### config.mk
export PLATFORM = sky130hd
export DESIGN_NAME = backend_top
export DESIGN_NICKNAME = d
export VERILOG_FILES = /design/src/hdl/backend_pkg.sv /design/src/hdl/backend_top.sv /design/src/hdl/writeback_commit.sv /design/src/hdl/alu_execute.sv /design/src/hdl/inst_decoder.sv /design/src/hdl/reg_file.sv
export SDC_FILE = /design/constraint.sdc
export NUM_CORES = 2
export LEC_CHECK = 0
export BUFFER_PORTS_ARGS = -buffer_cell sky130_fd_sc_hd__clkbuf_2
export CORE_ASPECT_RATIO = 1.5
export CORE_UTILIZATION = 40
export CTS_CLUSTER_SIZE = 20
export DETAILED_ROUTE_END_ITERATION = 12
export PLACE_DENSITY = 0.58
export SLEW_MARGIN = 10
export SYNTH_ARGS = -nofsm -noshare
export SYNTH_HDL_FRONTEND = slang
export SYNTH_SLANG_ARGS = --single-unit
### constraint.sdc
create_clock -name clk -period 9.64 [get_ports clk]
set_input_delay 1.446 -clock clk [delete_from_list [all_inputs] [get_ports clk]]
set_output_delay 1.446 -clock clk [all_outputs]
set_load 0.005 [all_outputs]
### src/hdl/backend_pkg.sv
`default_nettype none

package backend_pkg;

    localparam int XLEN       = 32;
    localparam int REG_ADDR_W = 5;
    localparam int REG_COUNT  = 32;
    localparam int IMM_W      = 13;
    localparam int CREDIT_W   = 4;

    typedef enum logic [3:0] {
        OP_ADD  = 4'd0,
        OP_SUB  = 4'd1,
        OP_AND  = 4'd2,
        OP_OR   = 4'd3,
        OP_XOR  = 4'd4,
        OP_SLL  = 4'd5,
        OP_SRL  = 4'd6,
        OP_SLT  = 4'd7,
        OP_ADDI = 4'd8,
        OP_LUI  = 4'd9,
        OP_BEQ  = 4'd10,
        OP_BNE  = 4'd11
    } opcode_e;

    // instruction word, opcode in the top nibble
    typedef struct packed {
        opcode_e                opcode;
        logic [REG_ADDR_W-1:0]  rd;
        logic [REG_ADDR_W-1:0]  rs1;
        logic [REG_ADDR_W-1:0]  rs2;
        logic [IMM_W-1:0]       imm;
    } inst_t;

    typedef struct packed {
        logic [XLEN-1:0]  pc;
        logic [XLEN-1:0]  inst;
    } fetch_entry_t;

    typedef struct packed {
        logic                   valid;
        opcode_e                opcode;
        logic [XLEN-1:0]        pc;
        logic [REG_ADDR_W-1:0]  rd;
        logic                   we;
        logic [XLEN-1:0]        rs1_val;
        logic [XLEN-1:0]        rs2_val;
        logic [XLEN-1:0]        imm;
    } exec_op_t;

    typedef struct packed {
        logic                   valid;
        logic [XLEN-1:0]        pc;
        logic [REG_ADDR_W-1:0]  rd;
        logic                   we;
        logic [XLEN-1:0]        data;
    } result_t;

    typedef struct packed {
        logic                   en;
        logic [REG_ADDR_W-1:0]  addr;
        logic [XLEN-1:0]        data;
    } reg_write_t;

endpackage

`default_nettype wire
### src/hdl/backend_top.sv
`default_nettype none

module backend_top
    import backend_pkg::*;
#(
    parameter int QUEUE_DEPTH = 8
) (
    input  logic                   clk,
    input  logic                   reset_i,

    // from the instruction buffer
    input  logic                   fetch_valid_i,
    input  fetch_entry_t           fetch_entry_i,
    output logic [CREDIT_W-1:0]    credit_return_o,

    // to fetch
    output logic                   redirect_valid_o,
    output logic [XLEN-1:0]        redirect_pc_o,

    // retired instructions
    output logic                   commit_valid_o,
    output logic [XLEN-1:0]        commit_pc_o,
    output logic [REG_ADDR_W-1:0]  commit_rd_o,
    output logic                   commit_we_o,
    output logic [XLEN-1:0]        commit_data_o
);

    exec_op_t               decoded;
    result_t                ex_result;
    result_t                wb_result;
    reg_write_t             rf_write;
    logic [REG_ADDR_W-1:0]  rs1_addr;
    logic [REG_ADDR_W-1:0]  rs2_addr;
    logic [XLEN-1:0]        rs1_data;
    logic [XLEN-1:0]        rs2_data;

    inst_decoder #(
        .QUEUE_DEPTH(QUEUE_DEPTH)
    ) u_inst_decoder (
        .clk,
        .reset_i,
        .fetch_valid_i,
        .fetch_entry_i,
        .flush_i(redirect_valid_o),
        .ex_fwd_i(ex_result),
        .wb_fwd_i(wb_result),
        .rs1_addr_o(rs1_addr),
        .rs2_addr_o(rs2_addr),
        .rs1_data_i(rs1_data),
        .rs2_data_i(rs2_data),
        .decoded_o(decoded),
        .credit_return_o
    );

    reg_file u_reg_file (
        .clk,
        .reset_i,
        .rs1_addr_i(rs1_addr),
        .rs2_addr_i(rs2_addr),
        .rs1_data_o(rs1_data),
        .rs2_data_o(rs2_data),
        .write_i(rf_write)
    );

    alu_execute u_alu_execute (
        .clk,
        .reset_i,
        .decoded_i(decoded),
        .result_o(ex_result),
        .redirect_valid_o,
        .redirect_pc_o
    );

    writeback_commit u_writeback_commit (
        .clk,
        .reset_i,
        .result_i(ex_result),
        .fwd_o(wb_result),
        .reg_write_o(rf_write),
        .commit_valid_o,
        .commit_pc_o,
        .commit_rd_o,
        .commit_we_o,
        .commit_data_o
    );

endmodule

`default_nettype wire

### src/hdl/writeback_commit.sv
`default_nettype none

module writeback_commit
    import backend_pkg::*;
(
    input  logic                   clk,
    input  logic                   reset_i,

    input  result_t                result_i,

    output result_t                fwd_o,
    output reg_write_t             reg_write_o,

    output logic                   commit_valid_o,
    output logic [XLEN-1:0]        commit_pc_o,
    output logic [REG_ADDR_W-1:0]  commit_rd_o,
    output logic                   commit_we_o,
    output logic [XLEN-1:0]        commit_data_o
);

    result_t wb_q;

    always_ff @(posedge clk) begin
        wb_q <= result_i;
        if (reset_i) begin
            wb_q.valid <= 1'b0;
        end
    end

    assign fwd_o = wb_q;

    // regfile takes it at the end of this cycle
    assign reg_write_o.en   = wb_q.valid && wb_q.we;
    assign reg_write_o.addr = wb_q.rd;
    assign reg_write_o.data = wb_q.data;

    assign commit_valid_o = wb_q.valid;
    assign commit_pc_o    = wb_q.pc;
    assign commit_rd_o    = wb_q.rd;
    assign commit_we_o    = wb_q.we;
    assign commit_data_o  = wb_q.data;

endmodule

`default_nettype wire

### src/hdl/alu_execute.sv
`default_nettype none

module alu_execute
    import backend_pkg::*;
(
    input  logic             clk,
    input  logic             reset_i,

    input  exec_op_t         decoded_i,

    output result_t          result_o,
    output logic             redirect_valid_o,
    output logic [XLEN-1:0]  redirect_pc_o
);

    localparam int SHAMT_W = $clog2(XLEN);

    exec_op_t              ex_q;
    logic [XLEN-1:0]       alu_out;
    logic [SHAMT_W-1:0]    shamt;
    logic                  operands_equal;
    logic                  branch_taken;

    // no enable, a bubble simply flows in
    always_ff @(posedge clk) begin
        ex_q <= decoded_i;
        if (reset_i) begin
            ex_q.valid <= 1'b0;
        end
    end

    assign shamt          = ex_q.rs2_val[SHAMT_W-1:0];
    assign operands_equal = (ex_q.rs1_val == ex_q.rs2_val);

    always_comb begin
        case (ex_q.opcode)
            OP_ADD:  alu_out = ex_q.rs1_val + ex_q.rs2_val;
            OP_SUB:  alu_out = ex_q.rs1_val - ex_q.rs2_val;
            OP_AND:  alu_out = ex_q.rs1_val & ex_q.rs2_val;
            OP_OR:   alu_out = ex_q.rs1_val | ex_q.rs2_val;
            OP_XOR:  alu_out = ex_q.rs1_val ^ ex_q.rs2_val;
            OP_SLL:  alu_out = ex_q.rs1_val << shamt;
            OP_SRL:  alu_out = ex_q.rs1_val >> shamt;
            OP_SLT: begin
                alu_out = {{(XLEN - 1){1'b0}},
                           $signed(ex_q.rs1_val) < $signed(ex_q.rs2_val)};
            end
            OP_ADDI: alu_out = ex_q.rs1_val + ex_q.imm;
            // imm lands in bits 31:19
            OP_LUI:  alu_out = ex_q.imm << (XLEN - IMM_W);
            default: alu_out = '0;
        endcase
    end

    assign branch_taken = ex_q.valid &&
                          ((ex_q.opcode == OP_BEQ && operands_equal) ||
                           (ex_q.opcode == OP_BNE && !operands_equal));

    assign redirect_valid_o = branch_taken;
    assign redirect_pc_o    = ex_q.pc + (ex_q.imm << 2);

    always_comb begin
        result_o.valid = ex_q.valid;
        result_o.pc    = ex_q.pc;
        result_o.rd    = ex_q.rd;
        result_o.we    = ex_q.we;
        result_o.data  = alu_out;
    end

endmodule

`default_nettype wire

### src/hdl/inst_decoder.sv
`default_nettype none

module inst_decoder
    import backend_pkg::*;
#(
    parameter int QUEUE_DEPTH = 8
) (
    input  logic                   clk,
    input  logic                   reset_i,

    input  logic                   fetch_valid_i,
    input  fetch_entry_t           fetch_entry_i,
    input  logic                   flush_i,

    input  result_t                ex_fwd_i,
    input  result_t                wb_fwd_i,

    output logic [REG_ADDR_W-1:0]  rs1_addr_o,
    output logic [REG_ADDR_W-1:0]  rs2_addr_o,
    input  logic [XLEN-1:0]        rs1_data_i,
    input  logic [XLEN-1:0]        rs2_data_i,

    output exec_op_t               decoded_o,
    output logic [CREDIT_W-1:0]    credit_return_o
);

    localparam int PTR_W = $clog2(QUEUE_DEPTH);

    fetch_entry_t           queue_mem [QUEUE_DEPTH];
    logic [PTR_W-1:0]       head_q;
    logic [PTR_W-1:0]       tail_q;
    logic [CREDIT_W-1:0]    count_q;
    logic [CREDIT_W-1:0]    credit_q;
    logic                   queue_empty;
    logic                   op_valid;
    logic                   writes_rd;
    fetch_entry_t           head_entry;
    inst_t                  head_inst;

    function automatic logic [PTR_W-1:0] ptr_inc(input logic [PTR_W-1:0] ptr);
        if (ptr == PTR_W'(QUEUE_DEPTH - 1)) begin
            return '0;
        end
        return ptr + 1'b1;
    endfunction

    // youngest producer wins; we is never set for rd 0
    function automatic logic [XLEN-1:0] pick_operand(
        input logic [REG_ADDR_W-1:0]  addr,
        input logic [XLEN-1:0]        rf_data,
        input result_t                ex_res,
        input result_t                wb_res
    );
        if (ex_res.valid && ex_res.we && ex_res.rd == addr) begin
            return ex_res.data;
        end
        if (wb_res.valid && wb_res.we && wb_res.rd == addr) begin
            return wb_res.data;
        end
        return rf_data;
    endfunction

    assign queue_empty = (count_q == '0);
    assign head_entry  = queue_mem[head_q];
    assign head_inst   = inst_t'(head_entry.inst);
    assign op_valid    = !queue_empty && !flush_i;
    assign writes_rd   = head_inst.opcode inside {OP_ADD, OP_SUB, OP_AND, OP_OR, OP_XOR,
                                                  OP_SLL, OP_SRL, OP_SLT, OP_ADDI, OP_LUI};

    assign rs1_addr_o = head_inst.rs1;
    assign rs2_addr_o = head_inst.rs2;

    always_comb begin
        decoded_o.valid   = op_valid;
        decoded_o.opcode  = head_inst.opcode;
        decoded_o.pc      = head_entry.pc;
        decoded_o.rd      = head_inst.rd;
        decoded_o.we      = op_valid && writes_rd && (head_inst.rd != '0);
        decoded_o.rs1_val = pick_operand(head_inst.rs1, rs1_data_i, ex_fwd_i, wb_fwd_i);
        decoded_o.rs2_val = pick_operand(head_inst.rs2, rs2_data_i, ex_fwd_i, wb_fwd_i);
        decoded_o.imm     = {{(XLEN - IMM_W){head_inst.imm[IMM_W-1]}}, head_inst.imm};
    end

    always_ff @(posedge clk) begin
        if (fetch_valid_i && !flush_i) begin
            queue_mem[tail_q] <= fetch_entry_i;
        end
    end

    always_ff @(posedge clk) begin
        if (reset_i) begin
            head_q   <= '0;
            tail_q   <= '0;
            count_q  <= '0;
            credit_q <= '0;
        end else if (flush_i) begin
            // everything queued plus the dropped push goes back
            head_q   <= '0;
            tail_q   <= '0;
            count_q  <= '0;
            credit_q <= count_q + CREDIT_W'(fetch_valid_i);
        end else begin
            if (fetch_valid_i) begin
                tail_q <= ptr_inc(tail_q);
            end
            if (!queue_empty) begin
                head_q <= ptr_inc(head_q);
            end
            count_q  <= count_q + CREDIT_W'(fetch_valid_i) - CREDIT_W'(!queue_empty);
            credit_q <= CREDIT_W'(!queue_empty);
        end
    end

    assign credit_return_o = credit_q;

endmodule

`default_nettype wire

### src/hdl/reg_file.sv
`default_nettype none

module reg_file
    import backend_pkg::*;
(
    input  logic                   clk,
    input  logic                   reset_i,

    input  logic [REG_ADDR_W-1:0]  rs1_addr_i,
    input  logic [REG_ADDR_W-1:0]  rs2_addr_i,
    output logic [XLEN-1:0]        rs1_data_o,
    output logic [XLEN-1:0]        rs2_data_o,

    input  reg_write_t             write_i
);

    logic [XLEN-1:0] regs_q [REG_COUNT];

    always_ff @(posedge clk) begin
        if (reset_i) begin
            for (int i = 0; i < REG_COUNT; i++) begin
                regs_q[i] <= '0;
            end
        end else if (write_i.en && write_i.addr != '0) begin
            regs_q[write_i.addr] <= write_i.data;
        end
    end

    // r0 reads as zero
    assign rs1_data_o = (rs1_addr_i == '0) ? '0 : regs_q[rs1_addr_i];
    assign rs2_data_o = (rs2_addr_i == '0) ? '0 : regs_q[rs2_addr_i];

endmodule

`default_nettype wire

==> flow_summary.ini <==
[clock_network]
numCtsBuffers = 176
cts_buffer_depth = 4
cts_tree = yes
holdBufCountCts = 0
cts-root-buf = clkbuf_16
worstSkewPairLatency_ps = 870
clkTransAtPathRegs_ps = 70
ctsResizeCount = 0
h-tree-depth = 4
cts.sink_count = 1744
cts_setup_buffers = 0

[job]
drv_cap = 0

[critical_path]
crit_fanout = 18
reg2reg_to = u_alu_execute.ex_q[63]
cp_slowest_stage_delay_ps = 610
critPathCaptureType = primary output
path_buf_inv = 2
slowest_stage = o41ai_1
cp-start-kind = register
r2r_cells = 14
critPathKind = register to primary output
cp_data_arrival_time_ps = 5060
crit_path_end = redirect_pc_o[31]
crit_family = compound AO/OA/AOI/OAI gates
r2r_start = u_alu_execute.ex_q[136]
critical_path.startpoint = u_alu_execute.ex_q[12]
required_ps = 8190
cp.depth = 13
worstPathCellList = buf_4 -> ha_1 -> and4_1 -> a21oi_1 -> o2111ai_1 -> nor3_1 -> o31ai_1 -> o41ai_1 -> o21ai_0 -> o21a_1 -> nor2_1 -> xnor2_1 -> clkbuf_2
r2r_slack_ps = 3760

[pwr]
ir_worst_vdd_mv = 0.253
p_leak_uw = 0.0377
power_per_cell_area_mw_per_mm2 = 354

[yosys]
ys.flop_type = edfxtp_1
synthAdderAreaFrac = 0.0235
synth_compound_area_frac = 0.0917
synth_xor_area_frac = 0.00854
yosys_warnings = 0
synth_area_leaders = edfxtp_1 (50%), nand2_1 (8.6%), and2_1 (6.8%)
synth_edf_count = 1536
ys_seq_area_frac = 0.545
synth-simple-area-share = 0.229
async_reset_ff_frac = 0
postSynthCellCount = 8895
synth_top_family_by_area = simple AND/OR/NAND/NOR gates
synth_top_cell_by_area = edfxtp_1
synthMuxAreaShare = 0.0653
yosysTopAreaCellShare = 0.499
ys_types = 85
syn_area_mm2 = 0.0924
syn_area_per_cell_um2 = 10.4
ys_seq_elements = 1744

[global_route]
track_usage = 0.307
grt-ovfl-total = 0
grt_antenna_before_repair = 24
grt_pass1_wl_um = 519000
grt_max_degree = 141
grt_pass1_vias = 71600

[floorplanning]
fp.dieH_um = 591
rows = 215
start_util = 0.403
coreArea_mm2 = 0.229
fp.dieW_um = 394
io_pins = 175
dieArea_mm2 = 0.233

[timing]
min_period_ps = 6500
fin_ws_ps = 3140
rsz0062_at_grt = false
final-setup-viol-count = 0
worst_slew_margin_rel = 0.0415
fin_crit_sh = 0.675
max_freq_ghz = 0.154
skew_ps = 55.5
hold_viol_final = 0
drv_slew = 0
tightestPinTransition_ps = 1420
setup-tns-final_ps = 0

[run_status]
status = finished, final reports clean

[placement]
gp_congestion = 1.01
dp_hpwl_um = 232000
placedInstanceArea_mm2 = 0.0967
dp_slack_ps = 3900
port_buffers = 174

[routing]
wl_per_cell_um = 30.8
drtPass1Iterations = 8
wirelength_um = 368000
antenna_left = 0
drc = 0
via_count = 74400
viasPerCell = 6.22
drtIter0Drc = 9340

[worst_hold_path]
hold_path_class = register to register

[layout]
final_core_util = 0.447
design_area_mm2 = 0.102
finalNetCount = 9026
syn_to_final_growth_pct = 10.9
drive_gt1_frac = 0.118
report_power, final:
group          internal, uW  switching (uW)
clock network          4010            3050
logic                  5870           13600
registers              8910             812
total                 18800           17500
how the worst min path moves through the flow:
stage	startpoint	end	slack [ps]	cells past startpoint
3_3_place_gp	u_alu_execute.result_o[38]	u_writeback_commit.commit_pc_o[0]	340	0
6_report	u_alu_execute.result_o[40]	u_writeback_commit.commit_pc_o[2]	350	0
3_5_place_dp	u_alu_execute.result_o[38]	u_writeback_commit.commit_pc_o[0]	340	0
5_1_grt	u_alu_execute.result_o[40]	u_writeback_commit.commit_pc_o[2]	370	0
4_1_cts	u_alu_execute.result_o[68]	u_writeback_commit.commit_pc_o[30]	360	0
2_1_floorplan	u_alu_execute.result_o[38]	u_writeback_commit.commit_pc_o[0]	330	0
cells by family (layout without fill, tap and decap cells):
group / after synthesis / in the layout
flops: 1744 / 1744
xor+xnor: 90 / 90
compound gates: 1226 / 1226
simple gates: 4457 / 4457
other cells: 1 / 45
buf+inv: 840 / 834
mux: 365 / 365
fa+ha+maj: 172 / 172
synth_stat cells, types with 169 or more instances:
cell type	n
nand2_1	2120
edfxtp_1	1536
and2_1	1002
nand3_1	558
clkbuf_1	463
nor2_1	280
and3_1	254
a311oi_1	225
a21oi_1	220
dfxtp_1	208
o21ai_0	203
mux4_2	181
buf_2	170
ha_1	169
state kept, by name, indices dropped and copies added, names as in the netlist, named ones only:
signal,flops
u_inst_decoder.tail_q,3
u_reg_file.regs_q,1024
u_alu_execute.result_o,39
u_inst_decoder.head_q,3
u_inst_decoder.queue_mem,512
u_writeback_commit.commit_we_o,1
u_inst_decoder.count_q,4
u_writeback_commit.commit_valid_o,1
u_writeback_commit.commit_pc_o,32
u_inst_decoder.credit_return_o,4
u_writeback_commit.commit_rd_o,5
u_alu_execute.ex_q,81
u_writeback_commit.commit_data_o,32
worst reg2reg max path, stage by stage, from the launching register on:
cell and delay [ps]:
dfxtp_1 450, nor3_2 240, buf_4 400, nand2_1 460, mux2_2 410, ha_1 320, o211a_1 250, a211oi_1 340
o31a_1 370, o211ai_1 260, a22oi_1 860, o221ai_1 270, a31o_2 290, nor4_1 620, a211oi_1 170
routing by layer:
layer  track usage  vias to the layer above  wire, um  share of wire
li1              -                    31700         -              -
met1         0.355                    36800    128000           0.35
met2         0.512                     4700    176000           0.48
met3        0.0609                     1311     35000          0.095
met4         0.211                       16     29100          0.079
met5             0                        -       117        0.00032
area by class of cell:
type / count / area, um^2
clock buffers: 215 / 4630
clock inverters: 96 / 1080
repair buffers: 413 / 2870
multi-input cells: 6342 / 39300
fillers: 21200 / 127000
diodes: 13 / 32.5
flip-flops and latches: 1744 / 50300
inverters: 110 / 413
well taps: 3038 / 3800
cell usage in the layout (no fill, tap or decap), types with 202 or more instances in the layout:
master    instances
buf_4           224
o21ai_0         202
nand3_1         557
edfxtp_1       1536
a311oi_1        225
nor2_1          241
nand2_1        2120
and2_1         1002
and3_1          254
a21oi_1         220
per-stage QoR:
| stage | power, uW | cells | hold WS (ps) |
|---|---|---|---|
| 6_report | 36300 | 12000 | 350 |
| 5_1_grt | 37500 | 12000 | 368 |
| 4_1_cts | 35700 | 12000 | 359 |
| 3_5_place_dp | 28700 | 11600 | 339 |
| 3_3_place_gp | 28600 | 11600 | 339 |
| 2_1_floorplan | 20800 | 8926 | 332 |
No activity file was read; power rests on OpenSTA's default activity.
